$ cat src/hdl/csr_pkg.sv
package csr_pkg;

    typedef logic [31:0] xlen_t;
    typedef logic [11:0] csr_addr_t;

    typedef enum logic [2:0] {
        CSR_X     = 3'd0,
        CSR_W     = 3'd1,
        CSR_S     = 3'd2,
        CSR_C     = 3'd3,
        CSR_ECALL = 3'd4,
        CSR_MRET  = 3'd5
    } csr_cmd_t;

    typedef enum logic [1:0] {
        PRIV_U = 2'b00,
        PRIV_M = 2'b11
    } priv_t;

    // User counters, read only
    localparam csr_addr_t ADDR_CYCLE    = 12'hc00;
    localparam csr_addr_t ADDR_TIME     = 12'hc01;
    localparam csr_addr_t ADDR_CYCLEH   = 12'hc80;
    localparam csr_addr_t ADDR_TIMEH    = 12'hc81;

    // Machine counters
    localparam csr_addr_t ADDR_MCYCLE   = 12'hb00;
    localparam csr_addr_t ADDR_MCYCLEH  = 12'hb80;

    // Machine information and trap setup
    localparam csr_addr_t ADDR_MHARTID  = 12'hf14;
    localparam csr_addr_t ADDR_MSTATUS  = 12'h300;
    localparam csr_addr_t ADDR_MISA     = 12'h301;
    localparam csr_addr_t ADDR_MIE      = 12'h304;
    localparam csr_addr_t ADDR_MTVEC    = 12'h305;

    // Machine trap handling
    localparam csr_addr_t ADDR_MSCRATCH = 12'h340;
    localparam csr_addr_t ADDR_MEPC     = 12'h341;
    localparam csr_addr_t ADDR_MCAUSE   = 12'h342;
    localparam csr_addr_t ADDR_MIP      = 12'h344;

    // RV32 with A, I and M
    localparam xlen_t MISA_VALUE       = 32'h4000_1101;
    localparam xlen_t CAUSE_TIMER_INT  = 32'h8000_0007;
    // Plus the current mode, 8 for U and 11 for M
    localparam xlen_t CAUSE_ECALL_BASE = 32'd8;

    localparam int MSTATUS_MIE    = 3;
    localparam int MSTATUS_MPIE   = 7;
    localparam int MSTATUS_MPP_LO = 11;
    localparam int MSTATUS_MPP_HI = 12;
    localparam int MTIE_BIT       = 7;

endpackage

$ cat src/hdl/csr_req_if.sv
interface csr_req_if
    import csr_pkg::*;
();

    csr_cmd_t  cmd;
    csr_addr_t addr;
    xlen_t     op1_data;
    priv_t     priv;

    modport ctrl (
        output cmd, addr, op1_data, priv
    );

    // Register file and write unit both sample the same request
    modport dp (
        input cmd, addr, op1_data, priv
    );

endinterface

$ cat src/hdl/csr_trap_if.sv
interface csr_trap_if
    import csr_pkg::*;
();

    // Events from control, one cycle each
    logic  take_trap;
    xlen_t trap_cause;
    xlen_t trap_epc;
    logic  do_mret;

    // State back from the register file
    xlen_t mtvec;
    xlen_t mepc;
    priv_t mstatus_mpp;
    logic  mstatus_mie;
    logic  mie_mtie;

    modport ctrl (
        output take_trap, trap_cause, trap_epc, do_mret,
        input  mtvec, mepc, mstatus_mpp, mstatus_mie, mie_mtie
    );

    modport regs (
        input  take_trap, trap_cause, trap_epc, do_mret,
        output mtvec, mepc, mstatus_mpp, mstatus_mie, mie_mtie
    );

endinterface

$ cat src/hdl/csr_control.sv
module csr_control
    import csr_pkg::*;
(
    input  logic        clk,
    input  logic        rst_n,
    input  logic        branch_hazard,
    input  csr_cmd_t    csr_cmd,
    input  xlen_t       op1_data,
    input  xlen_t       imm_i,
    input  logic [63:0] mtime,
    input  logic [63:0] mtimecmp,
    input  logic        interrupt_ready,
    input  xlen_t       fetch_pc,
    csr_req_if.ctrl     req,
    csr_trap_if.ctrl    trap,
    output csr_cmd_t    csr_cmd_out,
    output xlen_t       trap_vector,
    output logic        stall_may_interrupt
);

    priv_t mode;
    logic  timer_pending;
    logic  take_int;
    logic  ecall;

    assign timer_pending = mtime >= mtimecmp;

    // Pipeline must drain before the interrupt can be taken
    assign stall_may_interrupt = timer_pending && trap.mie_mtie &&
                                 (mode == PRIV_U || (mode == PRIV_M && trap.mstatus_mie));

    assign take_int = stall_may_interrupt && interrupt_ready;

    // Squashed request reads an unmapped address
    always_comb begin
        if (branch_hazard || take_int) begin
            req.cmd = CSR_X;
        end else begin
            req.cmd = csr_cmd;
        end
        req.addr     = branch_hazard ? '1 : imm_i[11:0];
        req.op1_data = op1_data;
        req.priv     = mode;
    end

    assign ecall = req.cmd == CSR_ECALL;

    assign trap.take_trap  = take_int || ecall;
    assign trap.do_mret    = req.cmd == CSR_MRET;
    assign trap.trap_cause = take_int ? CAUSE_TIMER_INT : CAUSE_ECALL_BASE + xlen_t'(mode);
    // ECALL leaves mepc to the handler
    assign trap.trap_epc   = take_int ? fetch_pc : trap.mepc;

    always_ff @(posedge clk) begin
        if (!rst_n) begin
            mode        <= PRIV_M;
            csr_cmd_out <= CSR_X;
            trap_vector <= '0;
        end else begin
            csr_cmd_out <= take_int ? CSR_ECALL : req.cmd;
            if (trap.take_trap) begin
                mode        <= PRIV_M;
                trap_vector <= trap.mtvec;
            end else if (trap.do_mret) begin
                mode        <= trap.mstatus_mpp;
                trap_vector <= trap.mepc;
            end
        end
    end

    // Return must never load a mode other than U or M
    assert property (@(posedge clk) disable iff (!rst_n)
        mode inside {PRIV_U, PRIV_M})
        else $error("mode left the U and M encodings");

endmodule

$ cat src/hdl/csr_write_unit.sv
module csr_write_unit
    import csr_pkg::*;
(
    input  logic      clk,
    input  logic      rst_n,
    csr_req_if.dp     req,
    input  xlen_t     rdata,
    output logic      wr_en,
    output csr_addr_t wr_addr,
    output xlen_t     wr_data
);

    csr_cmd_t  save_cmd;
    csr_addr_t save_addr;
    xlen_t     save_op1;
    priv_t     save_priv;
    logic      is_write;
    logic      writable;

    always_ff @(posedge clk) begin
        if (!rst_n) begin
            save_cmd <= CSR_X;
        end else begin
            save_cmd <= req.cmd;
        end
        save_addr <= req.addr;
        save_op1  <= req.op1_data;
        save_priv <= req.priv;
    end

    assign is_write = save_cmd inside {CSR_W, CSR_S, CSR_C};
    // Top two address bits set means a read-only CSR
    assign writable = (save_addr[9:8] <= save_priv) && (save_addr[11:10] != 2'b11);

    assign wr_en   = is_write && writable;
    assign wr_addr = save_addr;

    always_comb begin
        case (save_cmd)
            CSR_S:   wr_data = rdata | save_op1;
            CSR_C:   wr_data = rdata & ~save_op1;
            default: wr_data = save_op1;
        endcase
    end

    // Denied CSR must also have read as zero
    assert property (@(posedge clk) disable iff (!rst_n)
        is_write && (save_addr[9:8] > save_priv) |-> rdata == '0)
        else $error("denied CSR returned nonzero read data");

endmodule

$ cat src/hdl/csr_machine_regs.sv
module csr_machine_regs
    import csr_pkg::*;
#(
    parameter xlen_t HART_ID = 32'd0
) (
    input  logic        clk,
    input  logic        rst_n,
    input  logic [63:0] cycle,
    input  logic [63:0] mtime,
    input  logic [63:0] mtimecmp,
    csr_req_if.dp       req,
    csr_trap_if.regs    trap,
    input  logic        wr_en,
    input  csr_addr_t   wr_addr,
    input  xlen_t       wr_data,
    output xlen_t       rdata
);

    logic  mstatus_mie;
    logic  mstatus_mpie;
    priv_t mstatus_mpp;
    logic  mie_mtie;
    xlen_t mtvec;
    xlen_t mscratch;
    xlen_t mepc;
    xlen_t mcause;

    logic  mtip;
    logic  can_read;
    xlen_t mstatus_word;
    xlen_t mie_word;
    xlen_t mip_word;
    xlen_t rd_val;

    assign mtip = mtime >= mtimecmp;

    always_comb begin
        mstatus_word = '0;
        mstatus_word[MSTATUS_MIE]  = mstatus_mie;
        mstatus_word[MSTATUS_MPIE] = mstatus_mpie;
        mstatus_word[MSTATUS_MPP_HI:MSTATUS_MPP_LO] = mstatus_mpp;
        mie_word = '0;
        mie_word[MTIE_BIT] = mie_mtie;
        mip_word = '0;
        mip_word[MTIE_BIT] = mtip;
    end

    assign can_read = req.addr[9:8] <= req.priv;

    always_comb begin
        case (req.addr)
            ADDR_CYCLE, ADDR_MCYCLE:   rd_val = cycle[31:0];
            ADDR_CYCLEH, ADDR_MCYCLEH: rd_val = cycle[63:32];
            ADDR_TIME:     rd_val = mtime[31:0];
            ADDR_TIMEH:    rd_val = mtime[63:32];
            ADDR_MHARTID:  rd_val = HART_ID;
            ADDR_MISA:     rd_val = MISA_VALUE;
            ADDR_MSTATUS:  rd_val = mstatus_word;
            ADDR_MIE:      rd_val = mie_word;
            ADDR_MTVEC:    rd_val = mtvec;
            ADDR_MSCRATCH: rd_val = mscratch;
            ADDR_MEPC:     rd_val = mepc;
            ADDR_MCAUSE:   rd_val = mcause;
            ADDR_MIP:      rd_val = mip_word;
            default:       rd_val = '0;
        endcase
    end

    always_ff @(posedge clk) begin
        if (!rst_n) begin
            rdata        <= '0;
            mstatus_mie  <= 1'b0;
            mstatus_mpie <= 1'b0;
            mstatus_mpp  <= PRIV_M;
            mie_mtie     <= 1'b0;
            mtvec        <= '0;
            mscratch     <= '0;
            mepc         <= '0;
            mcause       <= '0;
        end else begin
            rdata <= can_read ? rd_val : '0;
            if (trap.take_trap) begin
                mstatus_mpie <= mstatus_mie;
                mstatus_mie  <= 1'b0;
                mstatus_mpp  <= req.priv;
                mepc         <= {trap.trap_epc[31:1], 1'b0};
                mcause       <= trap.trap_cause;
            end else if (trap.do_mret) begin
                mstatus_mie <= mstatus_mpie;
                mstatus_mpp <= PRIV_U;
            end
            // Software write comes last so it overrides the trap update
            if (wr_en) begin
                case (wr_addr)
                    ADDR_MSTATUS: begin
                        mstatus_mie  <= wr_data[MSTATUS_MIE];
                        mstatus_mpie <= wr_data[MSTATUS_MPIE];
                        // Only U and M exist, anything else maps to U
                        mstatus_mpp  <= (wr_data[MSTATUS_MPP_HI:MSTATUS_MPP_LO] == PRIV_M) ?
                                        PRIV_M : PRIV_U;
                    end
                    ADDR_MIE:      mie_mtie <= wr_data[MTIE_BIT];
                    ADDR_MTVEC:    mtvec    <= wr_data;
                    ADDR_MSCRATCH: mscratch <= wr_data;
                    ADDR_MEPC:     mepc     <= {wr_data[31:1], 1'b0};
                    ADDR_MCAUSE:   mcause   <= wr_data;
                    default: ;
                endcase
            end
        end
    end

    assign trap.mtvec       = mtvec;
    assign trap.mepc        = mepc;
    assign trap.mstatus_mpp = mstatus_mpp;
    assign trap.mstatus_mie = mstatus_mie;
    assign trap.mie_mtie    = mie_mtie;

    // A return in the same cycle as a trap would be lost to the trap update
    assert property (@(posedge clk) disable iff (!rst_n)
        !(trap.take_trap && trap.do_mret))
        else $error("take_trap and do_mret both high");

endmodule

$ cat src/hdl/csr_stage.sv
module csr_stage
    import csr_pkg::*;
#(
    parameter xlen_t HART_ID = 32'd0
) (
    input  logic        clk,
    input  logic        rst_n,
    input  logic [63:0] cycle,
    input  logic [63:0] mtime,
    input  logic [63:0] mtimecmp,
    input  logic        branch_hazard,
    input  csr_cmd_t    csr_cmd,
    input  xlen_t       op1_data,
    input  xlen_t       imm_i,
    input  logic        interrupt_ready,
    input  xlen_t       fetch_pc,
    output csr_cmd_t    csr_cmd_out,
    output xlen_t       rdata,
    output xlen_t       trap_vector,
    output logic        stall_may_interrupt
);

    logic      wr_en;
    csr_addr_t wr_addr;
    xlen_t     wr_data;

    csr_req_if  req_if ();
    csr_trap_if trap_if ();

    csr_control control_i (
        .clk, .rst_n, .branch_hazard, .csr_cmd, .op1_data, .imm_i, .mtime, .mtimecmp,
        .interrupt_ready, .fetch_pc, .req(req_if.ctrl), .trap(trap_if.ctrl),
        .csr_cmd_out, .trap_vector, .stall_may_interrupt
    );

    csr_write_unit write_unit_i (
        .clk, .rst_n, .req(req_if.dp), .rdata, .wr_en, .wr_addr, .wr_data
    );

    csr_machine_regs #(.HART_ID(HART_ID)) machine_regs_i (
        .clk, .rst_n, .cycle, .mtime, .mtimecmp, .req(req_if.dp), .trap(trap_if.regs),
        .wr_en, .wr_addr, .wr_data, .rdata
    );

endmodule

$ cat config.mk
export PLATFORM = sky130hd
export DESIGN_NAME = csr_stage
export DESIGN_NICKNAME = d
export VERILOG_FILES = /design/src/hdl/csr_pkg.sv /design/src/hdl/csr_req_if.sv /design/src/hdl/csr_trap_if.sv /design/src/hdl/csr_control.sv /design/src/hdl/csr_write_unit.sv /design/src/hdl/csr_machine_regs.sv /design/src/hdl/csr_stage.sv
export SDC_FILE = /design/constraint.sdc
export NUM_CORES = 1
export LEC_CHECK = 0
export BUFFER_PORTS_ARGS = -buffer_cell sky130_fd_sc_hd__buf_2
export CAP_MARGIN = 20
export CORE_MARGIN = 1
export CORE_UTILIZATION = 37
export DETAILED_ROUTE_END_ITERATION = 8
export PLACE_DENSITY = 0.59
export SETUP_SLACK_MARGIN = 0.4
export SLEW_MARGIN = 20
export SYNTH_ARGS = -nofsm -noshare
export SYNTH_HDL_FRONTEND = slang
export SYNTH_SLANG_ARGS = --single-unit
$ cat constraint.sdc
create_clock -name clk -period 7 [get_ports clk]
set_input_delay 0.35 -clock clk [delete_from_list [all_inputs] [get_ports clk]]
set_output_delay 0.35 -clock clk [all_outputs]
set_load 0.01 [all_outputs]
==> key figures, run 1 <==
Global routing
  • Initial antenna violation count: 3
  • Total GRT Usage: 28.0%
  • Global route total overflow: 0
  • First-pass GRT wire length: 77.0 mm
  • Largest net degree at the start of global routing: 97
  • Vias in the first global route: 13000

Run status
  • Status: finished clean

Pwr
  • Comb pwr share: 9.8%
  • Internal Power: 2.50 mW
  • Clk network pwr share: 46.3%
  • Power Total: 3.31 mW
  • Sequential power share: 43.9%
  • Static Leak: 6.48 nW
  • Max rail drop VDD: ~0.17 mV
  • Switch Pwr: 0.811 mW
  • Sw frac: 24.5%
  • Power Density: 205 mW/mm²

Clock tree
  • Post-CTS resize count: 0
  • Clock transition at the registers of the reported paths: 60 ps
  • Postcts setup bufs: 0
  • Clock buffer depth: 3
  • CTS tree: done
  • CTS buffer count: 29
  • Worst skew pair latency: 550 ps
  • Clock Sink Count: 251
  • Root Buffer: clkbuf_16
  • CTS H-tree lvls: 1

STA
  • Worst slew pin tran: 1120 ps
  • Setup repair after global routing missed its margin: no
  • Clock skew: 18.6 ps
  • Tmin final: between 3000 and 4000 ps
  • Final Hold Vio Count: 0
  • Final Setup Violations: 0
  • TNS Setup: 0 ps
  • Fmax: 0.260 GHz
  • Fin crit share: approximately 55%
  • Final Max Slew Viols: 0
  • Rel. slew slack: between 20% and 30%

Synth
  • Yosys warnings: 0
  • Synth area leaders: dfxtp_1 (39%), nand2_1 (7.5%), a21boi_0 (7.1%)
  • Ys async rst share: 0%
  • Sequential fraction of the synthesis area: 39.3%
  • Post-synthesis cell count: ~1600
  • Mapped Avg Cell Area: 8.17 µm²
  • Synth cell count leaders: nand2_1 (255), dfxtp_1 (251), a21boi_0 (121), clkbuf_1 (119), a21oi_1 (102)
  • Post-synthesis instance area: 0.0128 mm²
  • Synth cell types: 54
  • Number of synthesized flops with an enable pin: 0
  • Area leader, netlist: dfxtp_1
  • Ys flop type: dfxtp_1
  • Top-area cell type share of the netlist area: about two fifths
  • Yosys reg bits: 251
  • Most numerous cell in the Yosys netlist: nand2_1
  • Syn nets: 1929

Setup path
  • Reg2Reg Setup Slack: 3480 ps
  • Crit path largest cell delay: 840 ps
  • Crit path max-delay cell type: buf_4
  • Crit Path Class: primary input to output port
  • Arr. time, crit path: approximately 3500 ps
  • Cells along the critical path: buf_2 -> ha_1 -> nand4_1 -> nor4_1 -> a221oi_1 -> a21oi_1 -> nor4_4 -> buf_4 -> nor2_1 -> buf_2
  • Worst reg2reg startpoint: write_unit_i.save_priv[1]
  • Number of cells on the worst reg-to-reg path: 9
  • Reg-to-Reg End: machine_regs_i.trap.mepc[15]
  • WP data required: 6650 ps
  • Critical Path End Type: output port
  • Crit path buffers/inverters: 3
  • Crit start category: primary input
  • Cell mode on critical path: buf_2
  • Crit path max-delay family: buffers and inverters
  • CP Max Fanout: 96

Min path
  • Hold crit path type: primary input to register
  • Hold Crit Depth: 3
  • Hold-critical path endpoint: write_unit_i.wr_addr[4]
  • Hold Startpoint: imm_i[4]

Detailed routing
  • DR iter-0 viols: 1377
  • Routed wl met3: between 4 and 5 mm
  • Vias: 13500
  • DRC Markers: 0
  • DR top layer: met5
  • Post-Route M1 WL: 21.4 mm
  • DRT Wirelength: around 50 mm
  • DR WL met2: about 24 mm
  • Drt pass-1 iters: 6
  • Number of routed nets with antenna violations: 0
  • DR WL/cell: 22.0 µm
  • Routed vias/inst: a little under 6

Placement
  • Placed cell areas: 0.0148 mm²
  • Port Buffers: 341
  • Gpl congestion: 0.879
  • Post-detail-place hpwl: 33.6 mm

Floorplan
  • Num rows: 67
  • Die Wd: 188 µm
  • Total core area: 0.0338 mm²
  • Die area: ~0.035 mm²
  • Num ports: 363
  • Die Span Y: between 150 and 200 µm
  • Starting Density: 37.9%

Layout
  • Reg area: 0.00502 mm²
  • Multi-input logic area: a little over 0.007 mm²
  • Final #Nets: around 2200
  • Final instance area: 0.0161 mm²
  • Area grow syn2layout: 26.2%
  • Ant. Diodes: 0
  • Share of cells above drive strength 1: 23.7%
  • Util after Layout: 47.8%
  • Final-layout fill cell count: 3363

Flow run
  • Maxcap violations: 0
## placed cells by master (no fill, tap or decap), types with 8 or more instances in the layout
cell,count
o21ai_0,85
buf_4,22
a21oi_1,102
nor3_1,9
a21boi_0,121
nand3_1,45
clkbuf_16,29
a211oi_1,33
or2_2,9
a22oi_1,36
clkbuf_8,9
a222oi_1,56
nand2_1,255
ha_1,68
nand4_1,14
nor4_1,34
dfxtp_1,251
inv_1,74
buf_2,341
o211ai_1,36
a221oi_1,8
nor2_1,51
dlygate4sd3_1,32
a31oi_1,31
o2111ai_1,27
## area by class of cell
cell class | instances | share of cell area [%]
clock inverter | 11 | 0.690
sequential | 251 | 31.1
clock buffer | 41 | 5.34
inverter | 74 | 1.72
timing repair buffer | 397 | 13.8
multi-input combinational | 1104 | 43.8
tap | 448 | 3.47
## worst register-to-register path: cells and delay by family, from the launching register on
| kind | cells | cell delay, ps |
|---|---|---|
| compound gates | 2 | 430 |
| fa+ha+maj | 1 | 290 |
| buf+inv | 2 | 530 |
| flops | 1 | 300 |
| simple gates | 4 | 1880 |
## registers in the layout (all words and copies together), names as in the netlist
signal,cells
control_i.trap_vector,32
machine_regs_i.mcause,32
machine_regs_i.mscratch,32
machine_regs_i.rdata,32
machine_regs_i.trap.mepc,32
machine_regs_i.trap.mtvec,32
write_unit_i.save_op1,32
write_unit_i.wr_addr,12
control_i.csr_cmd_out,3
write_unit_i.save_cmd,3
control_i.req.priv,2
machine_regs_i.trap.mstatus_mpp,2
write_unit_i.save_priv,2
machine_regs_i.mstatus_mpie,1
machine_regs_i.trap.mie_mtie,1
machine_regs_i.trap.mstatus_mie,1
## through the flow
step	cells	worst slack, ps	hold slack (ps)
after floorplan	1566	4200	378
final	2326	3160	14.0
after global placement	2239	2760	446
after CTS	2323	2940	5.92
after global routing	2326	3050	24.9
after detailed placement	2239	2710	454
## worst max path at each step
stage / start / endpoint / slack (ps) / cells past startpoint
4_1_cts: mtime[59] / stall_may_interrupt / 2940 / 10
3_5_place_dp: mtime[59] / machine_regs_i.trap.mstatus_mpp[1] / 2710 / 9
3_3_place_gp: mtime[59] / machine_regs_i.trap.mstatus_mpp[1] / 2760 / 9
5_1_grt: mtime[30] / stall_may_interrupt / 3050 / 10
6_report: mtime[30] / stall_may_interrupt / 3160 / 10
2_1_floorplan: mtimecmp[62] / machine_regs_i.trap.mstatus_mpp[1] / 4200 / 10
## kinds of logic (layout without fill, tap and decap cells)
kind of cell | Yosys count | count (layout) | share of synthesized area [%]
muxes | 1 | 1 | 0.0783
adders and majority gates | 68 | 68 | 6.65
AOI/OAI and AO/OA | 564 | 564 | 30.8
DFF | 251 | 251 | 39.3
buffers and inverters | 211 | 523 | 6.35
and+or+nand+nor | 471 | 471 | 16.8
## power groups by stage
stage                     clock network, mW  logic [mW]  registers (mW)
final                                  1.53       0.324            1.45
after global placement                    0       0.301            1.48
after global routing                   1.62       0.356            1.46
after detailed placement                  0       0.306            1.49
after floorplan                           0       0.153            1.48
after CTS                              1.55       0.321            1.45
## repair_timing
| action | CTS | global route |
|---|---|---|
| hold endpoints to repair | 32 | 0 |
| hold buffers | 32 | 0 |
| setup endpoints to repair | 0 | 0 |
## routing by layer
layer	global-route usage, %	vias up
met5	0	-
met4	8.04	4
met1	35.0	6458
met3	5.43	68
met2	48.6	609
li1	-	6372
(Power assumes the default switching activity.)
==> inputs of run 2 (changes only) <==
==> constraint.sdc (replaced) <==
create_clock -name clk -period 4 [get_ports clk]
set_input_delay 0.2 -clock clk [delete_from_list [all_inputs] [get_ports clk]]
set_output_delay 0.2 -clock clk [all_outputs]
set_load 0.01 [all_outputs]
==> run 2 against run 1 <==
  * The run now ends with negative hold slack left
  * Cell count grew 4.3%
  * Count of clock-buffer cells in the layout grew 3
  * Clock power grew 69%
  * Setup slack lost 2700 ps
  * Utilization grew 2.7 points
  * Global-route usage grew 0.45 points
  * Critical path type is now primary input to register
  * Largest power group unchanged
==> key figures, run 2 (synthesized netlist as in run 1, its figures left out) <==
Setup path
  • Cells along the critical path: dlygate4sd3_1 -> buf_2 -> nor3_1 -> nand2_1 -> or4b_2 -> a21oi_1 -> o311ai_4 -> buf_4 -> a31oi_1 -> dlygate4sd3_1
  • Crit Path Class: primary input to register
  • Crit path max-delay cell type: or4b_2
  • Crit path buffers/inverters: 4
  • Critical Path End Type: register
  • CP Max Fanout: 18
  • Crit path max-delay family: buffers and inverters
  • WP data required: 4490 ps
  • Crit start category: primary input
  • Cell mode on critical path: dlygate4sd3_1
  • Arr. time, crit path: 3990 ps
  • Crit path largest cell delay: 810 ps

Pwr
  • Static Leak: 6.84 nW
  • Power Density: 339 mW/mm²
  • Max rail drop VDD: 0.331 mV

Placement
  • DP Worst Slack: 550 ps
  • Post-detail-place hpwl: between 30 and 40 mm
  • Placed cell areas: 0.0149 mm²
  • Port Buffers: 341
  • Gpl congestion: 0.879

Clock tree
  • Clock Sink Count: 251
  • Clock transition at the registers of the reported paths: about 60 ps
  • Worst skew pair latency: 550 ps
  • CTS buffer count: 29
  • Clock buffer depth: 3
  • CTS tree: done
  • Root Buffer: clkbuf_16
  • CTS H-tree lvls: 1

STA
  • Worst slew pin tran: 1040 ps
  • Fin crit share: 87.3%
  • Rel. slew slack: 29.9%
  • Final Max Slew Viols: 0
  • Fmax: 0.286 GHz
  • Tmin final: 3490 ps
  • Setup repair after global routing missed its margin: yes
  • Worst hold slack: -0.219 ps
  • Final Hold Vio Count: 1
  • TNS Setup: 0 ps
  • Clock skew: 6.78 ps
  • Final Setup Violations: 0
  • Final WS setup: approximately 510 ps

Layout
  • Commonest non-fill, non-tap cell in the layout: buf_2
  • Final instance area: 0.0170 mm²
  • Area grow syn2layout: 33.2%
  • Share of cells above drive strength 1: 23.3%
  • Most frequent cells in the layout: buf_2 (340), nand2_1 (255), dfxtp_1 (251)
  • Reg area: between 0.005 and 0.006 mm²
  • Final #Nets: 2320
  • Final-layout fill cell count: 3271
  • Multi-input logic area: 0.00708 mm²

Detailed routing
  • DR WL/cell: 21.9 µm
  • DR iter-0 viols: 1390
  • DRT Wirelength: 53.1 mm
  • DRC Markers: 0
  • Routed vias/inst: 5.80
  • Drt pass-1 iters: 8
  • Vias: approximately 14000
  • Number of routed nets with antenna violations: 0

Floorplan
  • Num rows: 67
  • Die Span Y: approximately 190 µm
  • Die area: ~0.035 mm²
  • Die Wd: approximately 190 µm
  • Starting Density: 37.9%
  • Total core area: between 0.03 and 0.04 mm²
  • Num ports: approximately 360

Global routing
  • Total GRT Usage: 28.4%
  • Initial antenna violation count: 2
  • First-pass GRT wire length: 78.5 mm
  • Largest net degree at the start of global routing: 84
  • Global route total overflow: 0
  • Vias in the first global route: 13500

Run status
  • Failing checks: negative hold slack
  • Status: complete, but fails checks

Flow run
  • Maxcap violations: 0

Min path
  • Hold crit path type: primary input to register
[run 2: changes by cell type in the layout (fill, tap and decap cells not counted), sizes merged, moves of 2 or more]
cell	before	now
clkbuf	41	45
inv	74	76
buf	365	383
clkinv	8	5
dlygate4sd3	32	112
[run 2: layer usage]
metal | part of all wire, % | up-vias | global-route usage [%]
met1 | 41 | 6710 | 35.9
met2 | 47 | 697 | 48.6
li1 | - | 6574 | -
met5 | 0.019 | - | 0
met4 | 3.5 | 2 | 10.3
met3 | 8.0 | 95 | 4.66
[run 2: layout make-up]
class | instances | share of cell area, %
Timing Repair Buffer | 496 | 18.7
Inverter | 74 | 1.63
Antenna cell | 1 | 0.0147
Tap cell | 448 | 3.29
Sequential cell | 251 | 29.5
Clock buffer | 44 | 4.94
Clock inverter | 8 | 0.426
Multi-Input combinational cell | 1105 | 41.5
[run 2: timing repair]
item / 4_1_cts / 5_1_grt
setup endpoints to repair: 0 / 9
hold buffers: 112 / 0
resized for setup: 0 / 3
buffers inserted: 0 / 3
endpoints found under the hold margin: 80 / 0
[run 2: report_power, final]
group	leakage, nW	switching (mW)	internal, mW
clock	0.454	1.08	1.51
combinational	4.35	0.357	0.287
sequential	2.04	0.0158	2.53
total	6.84	1.45	4.32
[run 2: path summary, 6_finish.rpt]
kind / from / to / depth (start not counted) / slack, ps
setup / recovery: imm_i[1] / machine_regs_i.rdata[18] / 10 / 510
hold / removal: cycle[2] / machine_regs_i.rdata[2] / 3 / -0.2
setup reg to reg: write_unit_i.save_priv[1] / machine_regs_i.trap.mepc[14] / 9 / 940
hold reg to reg: machine_regs_i.mscratch[30] / machine_regs_i.mscratch[30] / 2 / 460
[run 2: through the flow]
stage	utilization (%)	total power, mW	std cells
detailed placement	44.2	3.15	2257
global placement	44.2	3.14	2257
CTS	50.3	5.78	2421
finish	50.4	5.78	2427
global route	50.4	5.96	2426
floorplan	-	2.86	1566
[run 2: worst reg2reg max path: stages (launching register included)]
cell	delay, ps
dfxtp_1	310
inv_1	40
ha_1	290
nor2b_1	140
a2bb2oi_1	140
nor4b_1	890
and3_2	390
buf_4	400
nor4_1	110
a211oi_1	260
==> inputs of run 3 (changes only) <==
--- a/config.mk
+++ b/config.mk
@@ -11,6 +11,7 @@
 export CORE_UTILIZATION = 37
 export DETAILED_ROUTE_END_ITERATION = 8
 export PLACE_DENSITY = 0.59
+export REMOVE_ABC_BUFFERS = 1
 export SETUP_SLACK_MARGIN = 0.4
 export SLEW_MARGIN = 20
 export SYNTH_ARGS = -nofsm -noshare
==> run 3 against run 2 <==
  * The run now ends clean
  * Flip-flop and latch count unchanged
  * Utilization increased by 1.1 points
  * Cell count increased by 1.1%
  * Combinational power increased by 4.8%
  * Register-to-register slack improved by 180 ps
  * Sequential share of layout area decreased by 0.64 points
  * First-iteration DRC count increased by 25%
  * Fmax decreased by 0.60%
  * Clock skew increased by 6.4 ps
  * Total power increased by 5.6%
  * Largest power group unchanged
==> key figures, run 3 (synthesized netlist as in run 1, its figures left out) <==
Run status
  • Status: finished clean

Detailed routing
  • DRT Wirelength: around 55 mm
  • Routed vias/inst: 5.87
  • Drt pass-1 iters: 7
  • DR WL/cell: 22.5 µm
  • DR iter-0 viols: between 1500 and 2000
  • DRC Markers: 0
  • Number of routed nets with antenna violations: 0
  • Vias: 14400

Clock tree
  • Clock buffer depth: 3
  • CTS H-tree lvls: 1
  • Clock transition at the registers of the reported paths: 70 ps
  • CTS tree: done
  • Root Buffer: clkbuf_16
  • CTS buffer count: 29
  • Clock Sink Count: roughly 250
  • Worst skew pair latency: ~560 ps

Global routing
  • Global route total overflow: 0
  • Largest net degree at the start of global routing: 71
  • Vias in the first global route: about 14000
  • Initial antenna violation count: 0
  • Total GRT Usage: between 30% and 40%
  • First-pass GRT wire length: 82.6 mm

Setup path
  • Crit path max-delay cell type: nor4_1
  • Critical Path End Type: output port
  • Critical Path Stages: 11
  • Crit path largest cell delay: 930 ps
  • Crit path max-delay family: simple AND/OR/NAND/NOR gates
  • Cells along the critical path: buf_2 -> ha_1 -> nand4_1 -> nor4_1 -> buf_4 -> nand4_1 -> a311oi_1 -> nor4_4 -> buf_12 -> nor2_1 -> buf_2
  • CP Max Fanout: 54
  • Arr. time, crit path: 3310 ps
  • Reg-to-Reg End: machine_regs_i.rdata[1]
  • Worst reg2reg startpoint: control_i.req.priv[1]
  • Crit path buffers/inverters: 4
  • Setup crit end: stall_may_interrupt
  • Reg2Reg Setup Slack: 1120 ps
  • Number of cells on the worst reg-to-reg path: 8
  • WP data required: 3800 ps
  • Crit path from: mtime[62]
  • Crit start category: primary input
  • Crit Path Class: primary input to output port

Layout
  • Commonest non-fill, non-tap cell in the layout: buf_2
  • Final #Nets: roughly 2300
  • Util after Layout: 51.5%
  • Share of cells above drive strength 1: 23.3%
  • Final-layout fill cell count: 3222
  • Most frequent cells in the layout: buf_2 (340), nand2_1 (254), dfxtp_1 (251)
  • Area grow syn2layout: 36.2%
  • Ant. Diodes: 0

STA
  • Fmax: 0.285 GHz
  • Setup repair after global routing missed its margin: yes
  • Fin crit share: between 80% and 90%
  • Worst slew pin tran: approximately 1000 ps
  • Rel. slew slack: between 20% and 30%
  • Final Setup Violations: 0
  • Final Max Slew Viols: 0
  • Tmin final: 3510 ps
  • Clock skew: roughly 13 ps
  • TNS Setup: 0 ps
  • Final Hold Vio Count: 0

Floorplan
  • Die Wd: 188 µm
  • Num ports: 363
  • Die Span Y: between 150 and 200 µm
  • Num rows: 67
  • Starting Density: ~38%
  • Die area: 0.0353 mm²
  • Total core area: 0.0338 mm²

Placement
  • Port Buffers: 341
  • Gpl congestion: 0.865
  • Post-detail-place hpwl: 35.6 mm

Pwr
  • Power Density: 350 mW/mm²
  • Max rail drop VDD: about 0.34 mV
  • Static Leak: between 6 and 7 nW

Min path
  • Hold crit path type: primary input to register

Flow run
  • Maxcap violations: 0
==> run 3: final cells by class <==
type / instances / area (µm²) / share of cell area, %
multi-input cells: 1104 / 7080 / 40.6
inverters: 74 / 278 / 1.60
well taps: 448 / 561 / 3.22
flip-flops and latches: 251 / 5020 / 28.9
repair buffers: 523 / 3450 / 19.8
clock buffers: 41 / 831 / 4.77
clock inverters: 13 / 196 / 1.13
==> run 3: per-stage QoR <==
step,setup WS [ps],hold slack (ps),instances,power [mW],area (µm²)
finish,487,3.32,2454,6.10,17400
global route,380,8.92,2454,6.28,17400
CTS,501,0.311,2453,6.10,17400
detailed placement,311,304,2262,3.18,15000
global placement,373,303,2262,3.18,15000
floorplan,-2100,228,1429,2.82,12300
==> run 3: worst min-delay path, cell delays in order <==
cell and delay (ps):
buf_2 100, a221oi_1 70, a31oi_1 150
==> run 3: worst min path at each step <==
stage                      from                  endpoint  slack, ps  cells past startpoint
finish                cycle[12]  machine_regs_i.rdata[12]          3                      3
global route          cycle[12]  machine_regs_i.rdata[12]          9                      3
CTS                    mtime[5]   machine_regs_i.rdata[5]        0.3                      3
detailed placement  op1_data[3]  write_unit_i.save_op1[3]        300                      1
global placement    op1_data[7]  write_unit_i.save_op1[7]        300                      1
floorplan           op1_data[0]  write_unit_i.save_op1[0]        230                      0
==> run 3: power breakdown <==
group | internal [mW] | total, mW | switching [mW]
logic | 0.293 | 0.675 | 0.381
registers | 2.53 | 2.54 | 0.0160
clock network | 1.76 | 2.88 | 1.12
total | 4.58 | 6.10 | 1.52
==> run 3: repair_timing <==
item,CTS,global route
gates resized for setup,0,2
setup buffers,0,1
hold buffers,137,0
endpoints found under the hold margin,81,0
setup endpoints to repair,0,13
==> run 3: routing by layer <==
| layer | up-vias | share of wire (%) | GRT usage (%) |
|---|---|---|---|
| met5 | - | 0 | 0 |
| met4 | 0 | 3.4 | 11.1 |
| met3 | 112 | 7.2 | 3.46 |
| met2 | 711 | 47 | 51.0 |
| met1 | 6950 | 42 | 39.2 |
| li1 | 6620 | - | - |
